$ cat src/hw/issue_defs.svh
// Design sizes and widths of the issue stage, included by the package and the RTL
`ifndef ISSUE_DEFS_SVH
`define ISSUE_DEFS_SVH

// Physical register tag width and register count
`define ISSUE_TAG_BITS 6
`define ISSUE_NUM_REGS 64

// Operand and result width
`define ISSUE_DATA_BITS 32

// Functional units, one station and one writeback port each
`define ISSUE_NUM_FU 3

// Entries per reservation station
`define ISSUE_RS_DEPTH 4

// ROB ticket width
`define ISSUE_TICKET_BITS 4

// Micro-operation width
`define ISSUE_UOP_BITS 5

`endif
$ cat src/hw/issue_pkg.sv
// Shared types of the issue stage, imported by the RTL modules and the testbench
`default_nettype none

`include "issue_defs.svh"

package issue_pkg;

	typedef logic [`ISSUE_TAG_BITS-1:0]    tag_t;
	typedef logic [`ISSUE_DATA_BITS-1:0]   data_t;
	typedef logic [31:0]                   pc_t;
	typedef logic [`ISSUE_TICKET_BITS-1:0] ticket_t;
	typedef logic [`ISSUE_UOP_BITS-1:0]    uop_t;
	typedef logic [1:0]                    fu_t;

	// Unit codes carried by an instruction
	localparam fu_t FU_LS  = 2'd0;
	localparam fu_t FU_FP  = 2'd1;
	localparam fu_t FU_INT = 2'd2;
	localparam fu_t FU_BR  = 2'd3;

	// Station and exec port numbering
	localparam int ST_MEM = 0;
	localparam int ST_INT = 1;
	localparam int ST_FP  = 2;

	typedef struct packed {
		ticket_t ticket;
		pc_t     pc;
		tag_t    dest;
		tag_t    src1;
		tag_t    src2;
		data_t   immediate;
		fu_t     fu;
		uop_t    uop;
		logic    src1_is_pc;
		logic    src2_is_imm;
	} renamed_instr_t;

	typedef struct packed {
		renamed_instr_t instr;
		logic           pending1;
		logic           pending2;
	} rs_entry_t;

	typedef struct packed {
		logic  valid;
		tag_t  dest;
		data_t data;
	} wb_update_t;

	typedef struct packed {
		logic    valid;
		ticket_t ticket;
		tag_t    dest;
		uop_t    uop;
		data_t   data1;
		data_t   data2;
	} exec_packet_t;

	// True when any valid writeback port targets the given tag
	function automatic logic wb_hits(input wb_update_t [`ISSUE_NUM_FU-1:0] w, input tag_t t);
		logic hit;
		hit = 1'b0;
		for (int i = 0; i < `ISSUE_NUM_FU; i++) begin
			if (w[i].valid && (w[i].dest == t)) begin
				hit = 1'b1;
			end
		end
		return hit;
	endfunction

endpackage

`default_nettype wire

$ cat src/hw/dispatch_stage.sv
// Dispatch of one renamed instruction per cycle into the memory, integer or float station
`timescale 1ns/100ps
`default_nettype none

`include "issue_defs.svh"

module dispatch_stage import issue_pkg::*; (
	input  wire logic                              clk,
	input  wire logic                              rst_n,
	input  wire logic                              instr_valid,
	input  wire renamed_instr_t                    instr,
	output logic                                   accept,
	input  wire wb_update_t [`ISSUE_NUM_FU-1:0]    wb,
	input  wire logic                              flush,
	input  wire logic       [`ISSUE_NUM_FU-1:0]    station_free,
	output logic            [`ISSUE_NUM_FU-1:0]    push,
	output rs_entry_t                              entry
);

	logic [`ISSUE_NUM_REGS-1:0] pending;
	logic [`ISSUE_NUM_FU-1:0]   target;
	logic                       take;

	scoreboard i_scoreboard (
		.clk     (clk),
		.rst_n   (rst_n),
		.set     (take),
		.set_tag (instr.dest),
		.wb      (wb),
		.flush   (flush),
		.pending (pending)
	);

	// Station chosen by unit code
	always_comb begin
		target = '0;
		case (instr.fu)
			FU_LS:        target[ST_MEM] = 1'b1;
			FU_FP:        target[ST_FP]  = 1'b1;
			FU_INT, FU_BR: target[ST_INT] = 1'b1;
			default:      target = '0;
		endcase
	end

	assign accept = |(target & station_free) && !flush;
	assign take   = instr_valid && accept;
	assign push   = take ? target : '0;

	// A source written back this cycle is already in the register file at the push edge
	always_comb begin
		entry.instr    = instr;
		entry.pending1 = pending[instr.src1] && !wb_hits(wb, instr.src1) && !instr.src1_is_pc;
		entry.pending2 = pending[instr.src2] && !wb_hits(wb, instr.src2) && !instr.src2_is_imm;
	end

endmodule

`default_nettype wire

$ cat src/hw/scoreboard.sv
// Pending bit per physical register, used by dispatch to tag waiting sources
`timescale 1ns/100ps
`default_nettype none

`include "issue_defs.svh"

module scoreboard import issue_pkg::*; (
	input  wire logic                                clk,
	input  wire logic                                rst_n,
	input  wire logic                                set,
	input  wire tag_t                                set_tag,
	input  wire wb_update_t [`ISSUE_NUM_FU-1:0]      wb,
	input  wire logic                                flush,
	output logic            [`ISSUE_NUM_REGS-1:0]    pending
);

	always_ff @(posedge clk or negedge rst_n) begin
		if (!rst_n) begin
			pending <= '0;
		end else if (flush) begin
			// Nothing in flight survives a flush
			pending <= '0;
		end else begin
			for (int i = 0; i < `ISSUE_NUM_FU; i++) begin
				if (wb[i].valid) begin
					pending[wb[i].dest] <= 1'b0;
				end
			end
			// A fresh allocation wins over a stale writeback of the same tag
			if (set && (set_tag != '0)) begin
				pending[set_tag] <= 1'b1;
			end
		end
	end

endmodule

`default_nettype wire

$ cat config.mk
export PLATFORM = sky130hd
export DESIGN_NAME = dispatch_stage
export DESIGN_NICKNAME = d
export VERILOG_FILES = /design/src/hw/issue_pkg.sv /design/src/hw/dispatch_stage.sv /design/src/hw/scoreboard.sv
export VERILOG_INCLUDE_DIRS = /design/src /design/src/hw
export SDC_FILE = /design/constraint.sdc
export NUM_CORES = 1
export LEC_CHECK = 0
export BUFFER_PORTS_ARGS = -buffer_cell sky130_fd_sc_hd__buf_2
export CAP_MARGIN = 5
export CORE_MARGIN = 8
export CORE_UTILIZATION = 43
export CTS_CLUSTER_SIZE = 20
export DETAILED_ROUTE_END_ITERATION = 10
export GPL_ROUTABILITY_DRIVEN = 1
export PLACE_DENSITY = 0.79
export SYNTH_ARGS = -nofsm -noshare
export SYNTH_HDL_FRONTEND = slang
export SYNTH_HIERARCHICAL = 1
export SYNTH_SLANG_ARGS = --single-unit
export TNS_END_PERCENT = 100
$ cat constraint.sdc
create_clock -name clk -period 1.95 [get_ports clk]
set_clock_uncertainty 0.05 [all_clocks]
set_input_delay 0.2925 -clock clk [delete_from_list [all_inputs] [get_ports clk]]
set_output_delay 0.2925 -clock clk [all_outputs]
set_load 0.01 [all_outputs]
==> results.cfg <==
[worst_setup_path]
critPathKind = flip-flop to output port
path_cells = mux4_2 -> mux4_2 -> nor3b_2 -> nor4_2 -> buf_2
worstPathRequired_ps = 1610
start_kind = flip-flop
cp_common_cell = mux4_2
path_max_fanout = 3
endpoint_kind = output port
worst_ep_arrival_time_ps = 2180
cpPeakStageDelay_ps = 520
cp_slowest_cell = mux4_2

[placement]
hpwlAfterDp_microns = 17100
routabilityCongestion = 1.09
io_buffers = 77

[route]
wl_per_cell_microns = 25.5
vias_per_cell = 6.85
totalWireLength_microns = 23800
vias = 6370
drc = 0
dr.pass1.iters = 10
drtIter0Drc = 933
ant_nets = 0

[power]
p_total_uw = 3710
p_leak_uw = 0.00283
cellInternalPower_uw = 2650
p_clk_share_pct = 43.4
switchingPower_uw = 1060
power_density_mw_per_mm2 = 523
power.share.sequential_pct = 36.0
swShare_pct = 28.6
ir_worst_vdd_uv = 281
p_comb_share_pct = 20.6

[global_route]
grt_usage_pct = 25.0
grt_pass1_vias = 6177
antenna_found_initial = 0
grt_pass1_wl_microns = 35500
grt_max_degree = 41
grt_overflow = 0

[sta]
final.setup.tns_ps = -1020
period_share_pct = 130
worstMarginPinSlew_ps = 693
slew_headroom_pct = 53.5
fin_ws_ps = -575
timing.final.crit_period_ps = 2530
drv_slew = 0
fmaxAchievable_mhz = 396
finalSetupViolations = 2
rsz0062_at_grt = true
hold_viol = 0

[synth]
syn_area_sq_mm = 0.00629
ys.flop_type = dfrtp_1
yosys-top-cells-area = dfrtp_1 25%, o22ai_1 13%, buf_4 12%
synth_cell_types = 50
syn-instance-count = 693
ys_warn_count = 6
yosysTopAreaCellShare_pct = 25.5
synthesis.nets = 912
synth_most_common_cell = o22ai_1
avgSynthCellArea_sq_um = 9.08
synth_common_cells = 127 x o22ai_1, 100 x buf_4, 73 x nor2b_1
synth_edf_count = 0
ys_seq_elements = 64
synth.largest_area_cell = dfrtp_1
yosysSeqAreaShare_pct = 25.5
synthArstFlopShare_pct = 100

[final_layout]
largest_reg_flops = 64
diodes = 0
largest_register = i_scoreboard/pending
synthToLayoutAreaGrowth_pct = 12.9
largestRegisters = i_scoreboard/pending: 64 flops
layout-drive-gt1-share_pct = 33.8
n_fill_cell = 1356
seq_area_sq_mm = 0.00160
final_net_count = 961
multi_input_comb_area_sq_mm = 0.00368

[cts]
clock_path_buffers = 2
clock_sinks = 64
clockRootBuffer = clkbuf_16
clk_latency_ps = 340
cts_tree = yes
numCtsBuffers = 9
clk_pin_slew_worst_paths_ps = 60
cts_max_level = 3

[hold_path]
hold_class = input pin to flip-flop

[floorplanning]
row_count = 44
initial_utilization_pct = 43.6
die_area_sq_mm = 0.0188
io_pins = 320
die_w_microns = 137
coreArea_sq_mm = 0.0144
die_y_microns = 137

[run]
maxCapViolations = 0

[run_status]
status = finished, violations left
violations = setup timing
-- kinds of logic (layout without fill, tap and decap cells) --
kind of cell / after synthesis / in the layout / synth area share, %
compound gates: 206 / 206 / 19.7
flops: 64 / 64 / 25.5
buf+inv: 154 / 207 / 16.5
simple gates: 190 / 190 / 19.7
xor+xnor: 36 / 36 / 5.01
mux: 43 / 43 / 13.7
-- metal layers --
metal / vias to the layer above / track usage [%] / share of wire (%)
met5: - / 0 / 0
met4: 0 / 16.3 / 7.0
met3: 159 / 10.1 / 17
met2: 658 / 34.5 / 39
met1: 2907 / 31.5 / 37
li1: 2646 / - / -
-- worst max-delay path, delay by kind of cell, from the launching register on --
kind,cells,cell delay (ps)
multiplexers,2,1000
flip-flops,1,420
AND/OR/NAND/NOR,2,290
buffers and inverters,1,150
-- final cells by class --
cell class | count | area share, %
timing repair buffer | 189 | 18.1
tap | 184 | 3.24
clock inverter | 5 | 0.810
inverter | 3 | 0.159
multi-input combinational | 475 | 51.8
clock buffer | 10 | 3.36
sequential | 64 | 22.5
-- placed cells by master (no fill, tap or decap), types with 10 or more instances in the layout --
cell and instances:
nand3_1 12, nor2b_1 72, buf_4 106, nand3b_1 11, xor2_1 18, o22ai_1 127
nand4b_1 10, dfrtp_1 64, xnor2_1 18, nand2_1 20, nand4_1 10, buf_2 76
o21ai_0 65, mux4_2 25
-- power by group through the flow --
stage | clock network [uW] | registers (uW) | logic (uW)
2_1_floorplan | 0 | 1360 | 561
3_3_place_gp | 0 | 1360 | 722
3_5_place_dp | 0 | 1360 | 736
4_1_cts | 1620 | 1330 | 742
5_1_grt | 1660 | 1330 | 806
6_report | 1610 | 1330 | 766
-- what timing repair did --
item                                   CTS  global route
gates cloned                             0             0
buffers inserted                         1             1
setup endpoints to repair                2             3
hold buffers                             1             0
endpoints found under the hold margin   13             0
resized for setup                        5             4
pin swaps                                5             1
-- stage by stage --
step | hold slack (ps) | cell area (sq um) | instances | worst slack, ps | util [%]
6_report | 319 | 7100 | 930 | -575 | 49.2
5_1_grt | 317 | 7100 | 930 | -596 | 49.2
4_1_cts | 296 | 7100 | 929 | -581 | 49.2
3_5_place_dp | 212 | 6780 | 912 | -395 | 47.0
3_3_place_gp | 213 | 6780 | 912 | -357 | 47.0
2_1_floorplan | -53.1 | 6320 | 693 | -39.4 | -
-- final timing paths --
check,slack [ps],cells after the start,from,to
setup / recovery,-580,5,i_scoreboard/pending[31],entry[1]
hold / removal,320,3,instr[54],i_scoreboard/pending[15]
setup reg to reg,840,4,i_scoreboard/pending[28],i_scoreboard/pending[28]
hold reg to reg,580,1,i_scoreboard/pending[0],i_scoreboard/pending[0]
max in group asynchronous,930,3,rst_n,i_scoreboard/pending[47]
min in group asynchronous,400,2,rst_n,i_scoreboard/pending[32]
(Power assumes the default switching activity.)
