File: config.mk
export PLATFORM = sky130hd
export DESIGN_NAME = reservation_station
export DESIGN_NICKNAME = d
export VERILOG_FILES = /design/src/hw/issue_pkg.sv /design/src/hw/reservation_station.sv
export VERILOG_INCLUDE_DIRS = /design/src /design/src/hw
export SDC_FILE = /design/constraint.sdc
export NUM_CORES = 1
export LEC_CHECK = 0
export ABC_CLOCK_PERIOD_IN_PS = 8200
export BUFFER_PORTS_ARGS = -buffer_cell sky130_fd_sc_hd__buf_2
export CORE_UTILIZATION = 60
export DETAILED_ROUTE_END_ITERATION = 6
export PLACE_DENSITY_LB_ADDON = 0.2
export SYNTH_ARGS = -nofsm -noshare
export SYNTH_HDL_FRONTEND = slang
export SYNTH_SLANG_ARGS = --single-unit
File: constraint.sdc
create_clock -name clk -period 8.2 [get_ports clk]
set_input_delay 0.41 -clock clk [delete_from_list [all_inputs] [get_ports clk]]
set_output_delay 0.41 -clock clk [all_outputs]
set_load 0.005 [all_outputs]
File: src/hw/issue_defs.svh
// Design sizes and widths of the issue stage, included by the package and the RTL
`ifndef ISSUE_DEFS_SVH
`define ISSUE_DEFS_SVH

// Physical register tag width and register count
`define ISSUE_TAG_BITS 6
`define ISSUE_NUM_REGS 64

// Operand and result width
`define ISSUE_DATA_BITS 32

// Functional units, one station and one writeback port each
`define ISSUE_NUM_FU 3

// Entries per reservation station
`define ISSUE_RS_DEPTH 4

// ROB ticket width
`define ISSUE_TICKET_BITS 4

// Micro-operation width
`define ISSUE_UOP_BITS 5

`endif
File: src/hw/issue_pkg.sv
// Shared types of the issue stage, imported by the RTL modules and the testbench
`default_nettype none

`include "issue_defs.svh"

package issue_pkg;

	typedef logic [`ISSUE_TAG_BITS-1:0]    tag_t;
	typedef logic [`ISSUE_DATA_BITS-1:0]   data_t;
	typedef logic [31:0]                   pc_t;
	typedef logic [`ISSUE_TICKET_BITS-1:0] ticket_t;
	typedef logic [`ISSUE_UOP_BITS-1:0]    uop_t;
	typedef logic [1:0]                    fu_t;

	// Unit codes carried by an instruction
	localparam fu_t FU_LS  = 2'd0;
	localparam fu_t FU_FP  = 2'd1;
	localparam fu_t FU_INT = 2'd2;
	localparam fu_t FU_BR  = 2'd3;

	// Station and exec port numbering
	localparam int ST_MEM = 0;
	localparam int ST_INT = 1;
	localparam int ST_FP  = 2;

	typedef struct packed {
		ticket_t ticket;
		pc_t     pc;
		tag_t    dest;
		tag_t    src1;
		tag_t    src2;
		data_t   immediate;
		fu_t     fu;
		uop_t    uop;
		logic    src1_is_pc;
		logic    src2_is_imm;
	} renamed_instr_t;

	typedef struct packed {
		renamed_instr_t instr;
		logic           pending1;
		logic           pending2;
	} rs_entry_t;

	typedef struct packed {
		logic  valid;
		tag_t  dest;
		data_t data;
	} wb_update_t;

	typedef struct packed {
		logic    valid;
		ticket_t ticket;
		tag_t    dest;
		uop_t    uop;
		data_t   data1;
		data_t   data2;
	} exec_packet_t;

	// True when any valid writeback port targets the given tag
	function automatic logic wb_hits(input wb_update_t [`ISSUE_NUM_FU-1:0] w, input tag_t t);
		logic hit;
		hit = 1'b0;
		for (int i = 0; i < `ISSUE_NUM_FU; i++) begin
			if (w[i].valid && (w[i].dest == t)) begin
				hit = 1'b1;
			end
		end
		return hit;
	endfunction

endpackage

`default_nettype wire

File: src/hw/reservation_station.sv
// Reservation station with tag wakeup and oldest-ready selection, one per functional unit
`timescale 1ns/100ps
`default_nettype none

`include "issue_defs.svh"

module reservation_station import issue_pkg::*; #(
	parameter int DEPTH = `ISSUE_RS_DEPTH
) (
	input  wire logic                              clk,
	input  wire logic                              rst_n,
	input  wire logic                              push,
	input  wire rs_entry_t                         entry,
	output logic                                   free,
	input  wire wb_update_t [`ISSUE_NUM_FU-1:0]    wb,
	input  wire logic                              busy,
	input  wire logic                              flush,
	output logic                                   sel_valid,
	output renamed_instr_t                         sel_entry
);

	localparam int IDX_BITS = (DEPTH > 1) ? $clog2(DEPTH) : 1;

	// Collapsing queue, slot 0 holds the oldest entry
	rs_entry_t             ent_q [DEPTH];
	rs_entry_t             ent_n [DEPTH];
	rs_entry_t             woke  [DEPTH];
	logic [DEPTH-1:0]      valid_q;
	logic [DEPTH-1:0]      valid_n;
	logic [DEPTH-1:0]      ready;
	logic [IDX_BITS-1:0]   sel_idx;
	logic                  found;
	logic                  placed;

	assign free = !valid_q[DEPTH-1];

	always_comb begin
		for (int i = 0; i < DEPTH; i++) begin
			ready[i] = valid_q[i] && !ent_q[i].pending1 && !ent_q[i].pending2;
		end
	end

	// Lowest ready slot is the oldest ready entry
	always_comb begin
		sel_idx = '0;
		found   = 1'b0;
		for (int i = DEPTH - 1; i >= 0; i--) begin
			if (ready[i]) begin
				sel_idx = IDX_BITS'(i);
				found   = 1'b1;
			end
		end
	end

	assign sel_valid = found && !busy;
	assign sel_entry = ent_q[sel_idx].instr;

	always_comb begin
		// Wakeup on writeback tags
		for (int i = 0; i < DEPTH; i++) begin
			woke[i] = ent_q[i];
			if (wb_hits(wb, ent_q[i].instr.src1)) begin
				woke[i].pending1 = 1'b0;
			end
			if (wb_hits(wb, ent_q[i].instr.src2)) begin
				woke[i].pending2 = 1'b0;
			end
		end

		// Close the gap left by the issued entry
		for (int i = 0; i < DEPTH - 1; i++) begin
			if (sel_valid && (i >= sel_idx)) begin
				ent_n[i]   = woke[i+1];
				valid_n[i] = valid_q[i+1];
			end else begin
				ent_n[i]   = woke[i];
				valid_n[i] = valid_q[i];
			end
		end
		ent_n[DEPTH-1]   = woke[DEPTH-1];
		valid_n[DEPTH-1] = valid_q[DEPTH-1] && !sel_valid;

		// New entry goes behind the youngest one
		placed = 1'b0;
		for (int i = 0; i < DEPTH; i++) begin
			if (push && !placed && !valid_n[i]) begin
				ent_n[i]   = entry;
				valid_n[i] = 1'b1;
				placed     = 1'b1;
			end
		end
	end

	always_ff @(posedge clk or negedge rst_n) begin
		if (!rst_n) begin
			valid_q <= '0;
		end else if (flush) begin
			valid_q <= '0;
		end else begin
			valid_q <= valid_n;
		end
	end

	always_ff @(posedge clk) begin
		for (int i = 0; i < DEPTH; i++) begin
			ent_q[i] <= ent_n[i];
		end
	end

endmodule

`default_nettype wire

==> flow_summary_export.csv, run 1 <==
group,metric,value,unit
clocking,cts_htree_levels,2,
min_path,min_path_cells,2,
drt,num_vias,16900,
critical_path,r2r_end,"ent_q[1][55]",
critical_path,r2r.worst_path.cells,5,
clocking,insertion_delay,550,ps
floorplanning,rows,67,
yosys,synthArstFlopShare,1.02,%
placed_design,io_buffers,219,
yosys,synth-seq-area-share,56.0,%
yosys,synth_edf_count,382,
drt,drc,0,
sta,worst_pin_slew,1390,ps
critical_path,startpoint_type,"flip-flop",
clocking,ctsHoldBuffers,1,
floorplanning,ios,316,
pwr,swShare,26.6,%
sta,finalSetupViolations,0,
yosys,avgSynthCellArea,9.50,um2
cells_and_area,area_growth,10.6,%
yosys,synth_cells,2195,
sta,worst_slack,3250,ps
pwr,internal-power,3.51,mW
global_route,grt_usage,32.3,%
clocking,clk_pin_slew,60,ps
min_path,min_path_type,"in -> reg",
sta,relSlewSlack,7.03,%
clocking,clock_path_buffers,3,
pwr,power.share.clock,35.6,%
sta,final.setup_skew,14.4,ps
global_route,antenna_found_initial,10,
sta,fin_crit,4950,ps
drt,drt_iter0_drc,1703,
sta,rsz0062_at_grt,"false",
critical_path,cp_data_required_time,8380,ps
critical_path,rr_startpoint,"ent_q[0][1]",
cells_and_area,final_cells,2762,
global_route,grt_max_degree,196,
floorplanning,fp.coreArea,33900,um2
floorplanning,start_util,61.6,%
sta,hold_viol_final,0,
yosys,ys_ff_latch,392,
cells_and_area,drive_gt1_share,13.0,%
floorplanning,dieArea,35500,um2
sta,setup_tns,0,ps
cells_and_area,multi_input_area,8320,um2
placed_design,dp.cells,2679,
global_route,grt_pass1_wl,89800,um
sta,maxSlewViolCount,0,
cells_and_area,seq_area,11700,um2
sta,period_share,60.3,%
placed_design,placed_cell_area,21900,um2
drt,ant_nets,0,
yosys,syn-cell-area,20900,um2
run,drv_cap,0,
pwr,switchingPower,1.27,mW
cells_and_area,design_area,23100,um2
pwr,pwr-share-seq,50.7,%
min_path,whs_endpoint,"valid_q[0]",
cells_and_area,n_fill_cell,2671,
clocking,cts_resized,0,
cells_and_area,layout.nets,2495,
drt,totalWireLength,58000,um
critical_path,cp_max_fo,83,
global_route,grt_pass1_vias,16600,
pwr,combPwrFrac,13.7,%
placed_design,place_congestion,0.910,
critical_path,cp.arrival,5120,ps
yosys,ys.warnings.count,0,
pwr,powerDensity,207,nW/um2
floorplanning,fp.dieH,188,um
pwr,power_leakage,8.19,nW
placed_design,pre_cts_slack,3340,ps
drt,wl_per_cell,21.0,um
clocking,numCtsBuffers,42,
yosys,ys.flop_type,"edfxtp_1",
critical_path,reg2reg_slack,3250,ps
floorplanning,die_w,188,um
global_route,grt_overflow,0,
clocking,cts-root-buf,"clkbuf_16",
sta,hold_slack,64.1,ps
critical_path,cp-end-kind,"flip-flop",
drt,via_per_inst,6.11,
status,status,"complete, no violations",
yosys,synth_cell_types,49,
placed_design,dpl.hpwl,32200,um
yosys,synth_nets,2414,
pwr,vdd_drop_max,0.182,mV
sta,fmax,202,MHz
clocking,cts_sinks,392,
drt,first_pass_iters,6,
min_path,min-delay-start,"flush",
clocking,cts_tree,"done",
clocking,postCtsSetupRepairBufs,0,
critical_path,critPathKind,"reg -> reg",
[Yosys cell counts, types with 2 or more instances]
library cell  instances  area, um2
o21ai_0             175        876
or4_1                 2       15.0
clkbuf_1            127        477
nand2b_1              3       18.8
and2_1               95        594
buf_6                13        146
nor3_1                7       35.0
nor4_1               18        113
inv_1                 6       22.5
xnor2_1              72        631
o41ai_1               6       52.6
o21ai_1              21        105
buf_1                26       97.6
buf_2                24        120
nand4_1              24        150
mux2_2                2       22.5
mux2i_1               4       40.0
nor2_1                9       33.8
dfxtp_1               6        120
nand2_1             768       2880
a31oi_1              97        607
nor3b_1               3       22.5
nor2_2                2       12.5
a211oi_1             95        713
xor2_1               72        631
buf_4                 7       52.6
a21oi_1               4       20.0
clkbuf_2              4       20.0
nand3_1              98        490
a22o_1                2       17.5
dfrtp_1               4        100
edfxtp_1            382      11500
[worst max-delay path: stages (launching register included)]
cell	delay, ps
edfxtp_1	490
nor4b_4	1210
buf_4	1070
nor2_1	240
nand2b_4	790
buf_4	650
[power groups by stage]
stage | registers [mW] | clock network (mW) | logic (mW)
after floorplan | 2.44 | 0 | 0.411
final | 2.42 | 1.70 | 0.657
after global placement | 2.46 | 0 | 0.634
after CTS | 2.42 | 1.72 | 0.654
after global routing | 2.43 | 1.79 | 0.714
after detailed placement | 2.46 | 0 | 0.650
[per-stage QoR]
stage | total power, mW | utilization [%]
floorplan | 2.85 | -
global placement | 3.09 | 64.5
detailed placement | 3.11 | 64.5
CTS | 4.79 | 68.0
global route | 4.93 | 68.1
finish | 4.78 | 68.1
[kinds of logic after synthesis]
group	Yosys count	share of synthesized area (%)
and+or+nand+nor	1038	21.3
AOI/OAI and AO/OA	408	11.8
DFF	392	56.0
buffers and inverters	207	4.49
xor gates and xnor gates	144	6.05
muxes	6	0.300
[flip-flops by register name, summed over array words and instances, names as in the netlist]
signal,count
ent_q,388
valid_q,4
[per-layer routing]
metal  track usage, %  up-vias  share of wire [%]
li1                 -     7837                  -
met1             40.8     8121                 39
met2             54.1      771                 48
met3             6.72      139                9.2
met4             13.2        8                3.5
met5                0        -              0.086
[how the worst max path moves through the flow]
stage / from / endpoint / slack, ps / depth (start not counted)
detailed placement: busy / ent_q[1][50] / 3340 / 7
CTS: ent_q[0][1] / ent_q[1][91] / 3320 / 6
global route: ent_q[0][1] / ent_q[1][55] / 3120 / 6
floorplan: ent_q[0][1] / ent_q[1][10] / 3620 / 6
finish: ent_q[0][1] / ent_q[1][55] / 3250 / 5
global placement: busy / ent_q[1][49] / 3340 / 7
[layout make-up]
class	instances	share of cell area [%]
Sequential cell	392	50.7
Multi-Input combinational cell	1596	36.0
Timing Repair Buffer	238	5.49
Clock buffer	53	4.74
Tap cell	448	2.43
Clock inverter	20	0.396
Inverter	6	0.119
Antenna cell	9	0.0976
[layout by cell type, fill, tap and decap left out, types with 11 or more instances in the layout]
master and n:
a211oi_1 95, a31oi_1 97, and2_1 95, buf_2 219, buf_4 16, clkbuf_1 11, clkbuf_16 42, clkinv_1 16
edfxtp_1 382, nand2_1 767, nand3_1 97, nand4_1 24, nor4_1 18, o21ai_0 174, o21ai_1 21, xnor2_1 72
xor2_1 72
(Power assumes the default switching activity.)
==> run 2, diff against run 1 <==
--- a/config.mk
+++ b/config.mk
@@ -6,9 +6,10 @@
 export SDC_FILE = /design/constraint.sdc
 export NUM_CORES = 1
 export LEC_CHECK = 0
-export ABC_CLOCK_PERIOD_IN_PS = 8200
+export ABC_AREA = 1
+export ABC_CLOCK_PERIOD_IN_PS = 4350
 export BUFFER_PORTS_ARGS = -buffer_cell sky130_fd_sc_hd__buf_2
-export CORE_UTILIZATION = 60
+export CORE_UTILIZATION = 52
 export DETAILED_ROUTE_END_ITERATION = 6
 export PLACE_DENSITY_LB_ADDON = 0.2
 export SYNTH_ARGS = -nofsm -noshare
==> constraint.sdc (replaced) <==
create_clock -name clk -period 4.35 [get_ports clk]
set_input_delay 0.2175 -clock clk [delete_from_list [all_inputs] [get_ports clk]]
set_output_delay 0.2175 -clock clk [all_outputs]
set_load 0.005 [all_outputs]
==> run 2 against run 1 <==
Core utilization down 6.6 points. Worst hold slack better by 140 ps. Critical path depth up 1. Count of clock-buffer cells in the layout up 11. Die area up 16%. Final area up 6.0%. Power up 140%. Via count up 10%. Worst setup slack worse by 2500 ps. Sequential share of layout area down 2.9 points.
==> flow_summary_export.csv, run 2 <==
group,metric,value,unit
floorplanning,start_util,52.7,%
sta,final.setup_skew,16.5,ps
cells_and_area,fin_util,61.5,%
sta,relSlewSlack,23.3,%
pwr,vdd_drop_max,0.351,mV
sta,fmax,276,MHz
drt,wl_per_cell,21.5,um
pwr,powerDensity,461,nW/um2
min_path,min_path_type,"in -> reg",
yosys,synth_cells,2289,
cells_and_area,design_area,24500,um2
critical_path,reg2reg_slack,1120,ps
yosys,ys_ff_latch,392,
clocking,cts_tree,"done",
yosys,synth_nets,2508,
sta,maxSlewViolCount,0,
sta,hold_viol_final,0,
critical_path,r2r_end,"ent_q[2][9]",
sta,worst_slack,722,ps
sta,fin_crit,3630,ps
yosys,synth_edf_count,382,
cells_and_area,seq_area,11700,um2
floorplanning,dieArea,41100,um2
floorplanning,fp.dieH,203,um
sta,period_share,83.4,%
sta,worst_pin_slew,1150,ps
sta,hold_slack,208,ps
critical_path,cp_max_fo,100,
yosys,yosysTopAreaCell,"edfxtp_1",
placed_design,pre_cts_slack,1150,ps
cells_and_area,layout_common_cells,"nand3_1, edfxtp_1, nor2_1",
yosys,synth.most_common_cell,"nand3_1",
clocking,cts_sinks,392,
clocking,postCtsSetupRepairBufs,0,
clocking,insertion_delay,570,ps
yosys,ys.flop_type,"edfxtp_1",
placed_design,dp.cells,2871,
cells_and_area,multi_input_area,7670,um2
cells_and_area,top_register,"ent_q",
pwr,power_leakage,9.37,nW
drt,wl_met3,6860,um
drt,totalWireLength,65600,um
critical_path,critPathKind,"reg -> out",
drt,drt_iter0_drc,2071,
critical_path,startpoint_type,"flip-flop",
floorplanning,rows,73,
drt,wirelength_met1,26100,um
yosys,synthArstFlopShare,1.02,%
yosys,avgSynthCellArea,9.15,um2
critical_path,cp_data_required_time,4130,ps
cells_and_area,layout_commonest_cell,"nand3_1",
cells_and_area,final_cells,3054,
placed_design,placed_cell_area,22100,um2
global_route,antenna_found_initial,3,
floorplanning,ios,316,
sta,finalSetupViolations,0,
cells_and_area,layout.nets,2712,
placed_design,place_congestion,0.976,
clocking,clock_path_buffers,3,
min_path,whs_endpoint,"ent_q[1][1]",
drt,drc,0,
floorplanning,die_w,203,um
drt,num_vias,18600,
cells_and_area,largest_reg_flops,388,
clocking,cts-root-buf,"clkbuf_16",
yosys,synth_area_leaders,"edfxtp_1, nand3_1, nor2_1, o21ai_0, nand2_1",
cells_and_area,n_fill_cell,3477,
critical_path,max_stage_delay,850,ps
sta,rsz0062_at_grt,"false",
min_path,min-delay-start,"busy",
critical_path,rr_startpoint,"ent_q[0][1]",
clocking,numCtsBuffers,44,
global_route,grt_overflow,0,
drt,via_per_inst,6.09,
clocking,cts_htree_levels,2,
pwr,power,11.3,mW
critical_path,cp-end-kind,"output pin",
drt,met2WireLength,30800,um
yosys,yosys-top-cells-count,"nand3_1, edfxtp_1, nor2_1",
cells_and_area,drive_gt1_share,12.8,%
yosys,synth-seq-area-share,55.8,%
critical_path,r2r.worst_path.cells,11,
critical_path,cp.arrival,3410,ps
drt,ant_nets,0,
critical_path,cp_slowest_cell,"buf_4",
cells_and_area,reg.largest.list,"ent_q: 388 flops, valid_q: 4 flops",
placed_design,dpl.hpwl,36700,um
sta,setup_tns,0,ps
global_route,grt_max_degree,191,
yosys,syn-cell-area,20900,um2
global_route,grt_pass1_vias,17800,
cells_and_area,area_growth,16.8,%
global_route,grt_pass1_wl,101000,um
min_path,min_path_cells,6,
drt,first_pass_iters,5,
critical_path,path_cells,"nand3b_1, nand2_8, buf_4, nor2_1, o32ai_1, buf_2",
yosys,ys.warnings.count,0,
drt,top_layer,"met5",
run,drv_cap,0,
clocking,clk_pin_slew,60,ps
placed_design,io_buffers,219,
floorplanning,fp.coreArea,39700,um2
global_route,grt_usage,31.6,%
yosys,synth_top_area_share,54.8,%
status,status,"complete, no violations",
yosys,synth_cell_types,39,
[run 2: kinds of logic (layout without fill, tap and decap cells)]
group,Yosys count,count (layout),share of synthesized area [%]
AOI/OAI and AO/OA,508,508,14.5
xor gates and xnor gates,29,29,1.21
buffers and inverters,370,608,7.73
DFF,392,392,55.8
other,0,2,0
and+or+nand+nor,990,990,20.8
[run 2: final cells by class]
class	count	share of cell area, %
antenna	2	0.0205
inverter	181	2.83
sequential	392	47.8
timing repair buffer	347	9.96
clock buffer	64	4.90
tap	525	2.69
multi-input combinational	1527	31.4
clock inverter	16	0.430
[run 2: how the worst max path moves through the flow]
stage,depth (start not counted),to,slack [ps],startpoint
CTS,8,sel_entry[58],840,valid_q[2]
floorplan,12,ent_q[1][10],250,ent_q[0][1]
global placement,11,ent_q[2][8],1170,ent_q[0][1]
detailed placement,11,ent_q[2][8],1150,ent_q[0][1]
global route,8,sel_entry[58],660,valid_q[2]
finish,6,sel_entry[58],720,ent_q[0][1]
[run 2: worst max-delay path: cells and delay by family, from the launching register on]
family,cells,cell delay [ps]
DFF,1,350
buffers and inverters,2,1080
and+or+nand+nor,3,660
AOI/OAI and AO/OA,1,630
[run 2: routing by layer]
layer | up-vias | GRT usage (%)
met5 | - | 0
met4 | 2 | 11.2
met3 | 146 | 5.94
met2 | 1035 | 50.0
met1 | 8819 | 43.7
li1 | 8606 | -
[run 2: power by group]
part	internal [mW]	leakage (nW)	switching [mW]
Sequential	4.82	3.73	0.274
Combinational	0.910	5.02	1.81
Clock	1.97	0.626	1.49
[run 2: timing repair]
action                                 in CTS  in global routing
gates resized for setup                     0                  0
endpoints found under the hold margin     206                  0
hold buffers                              101                  0
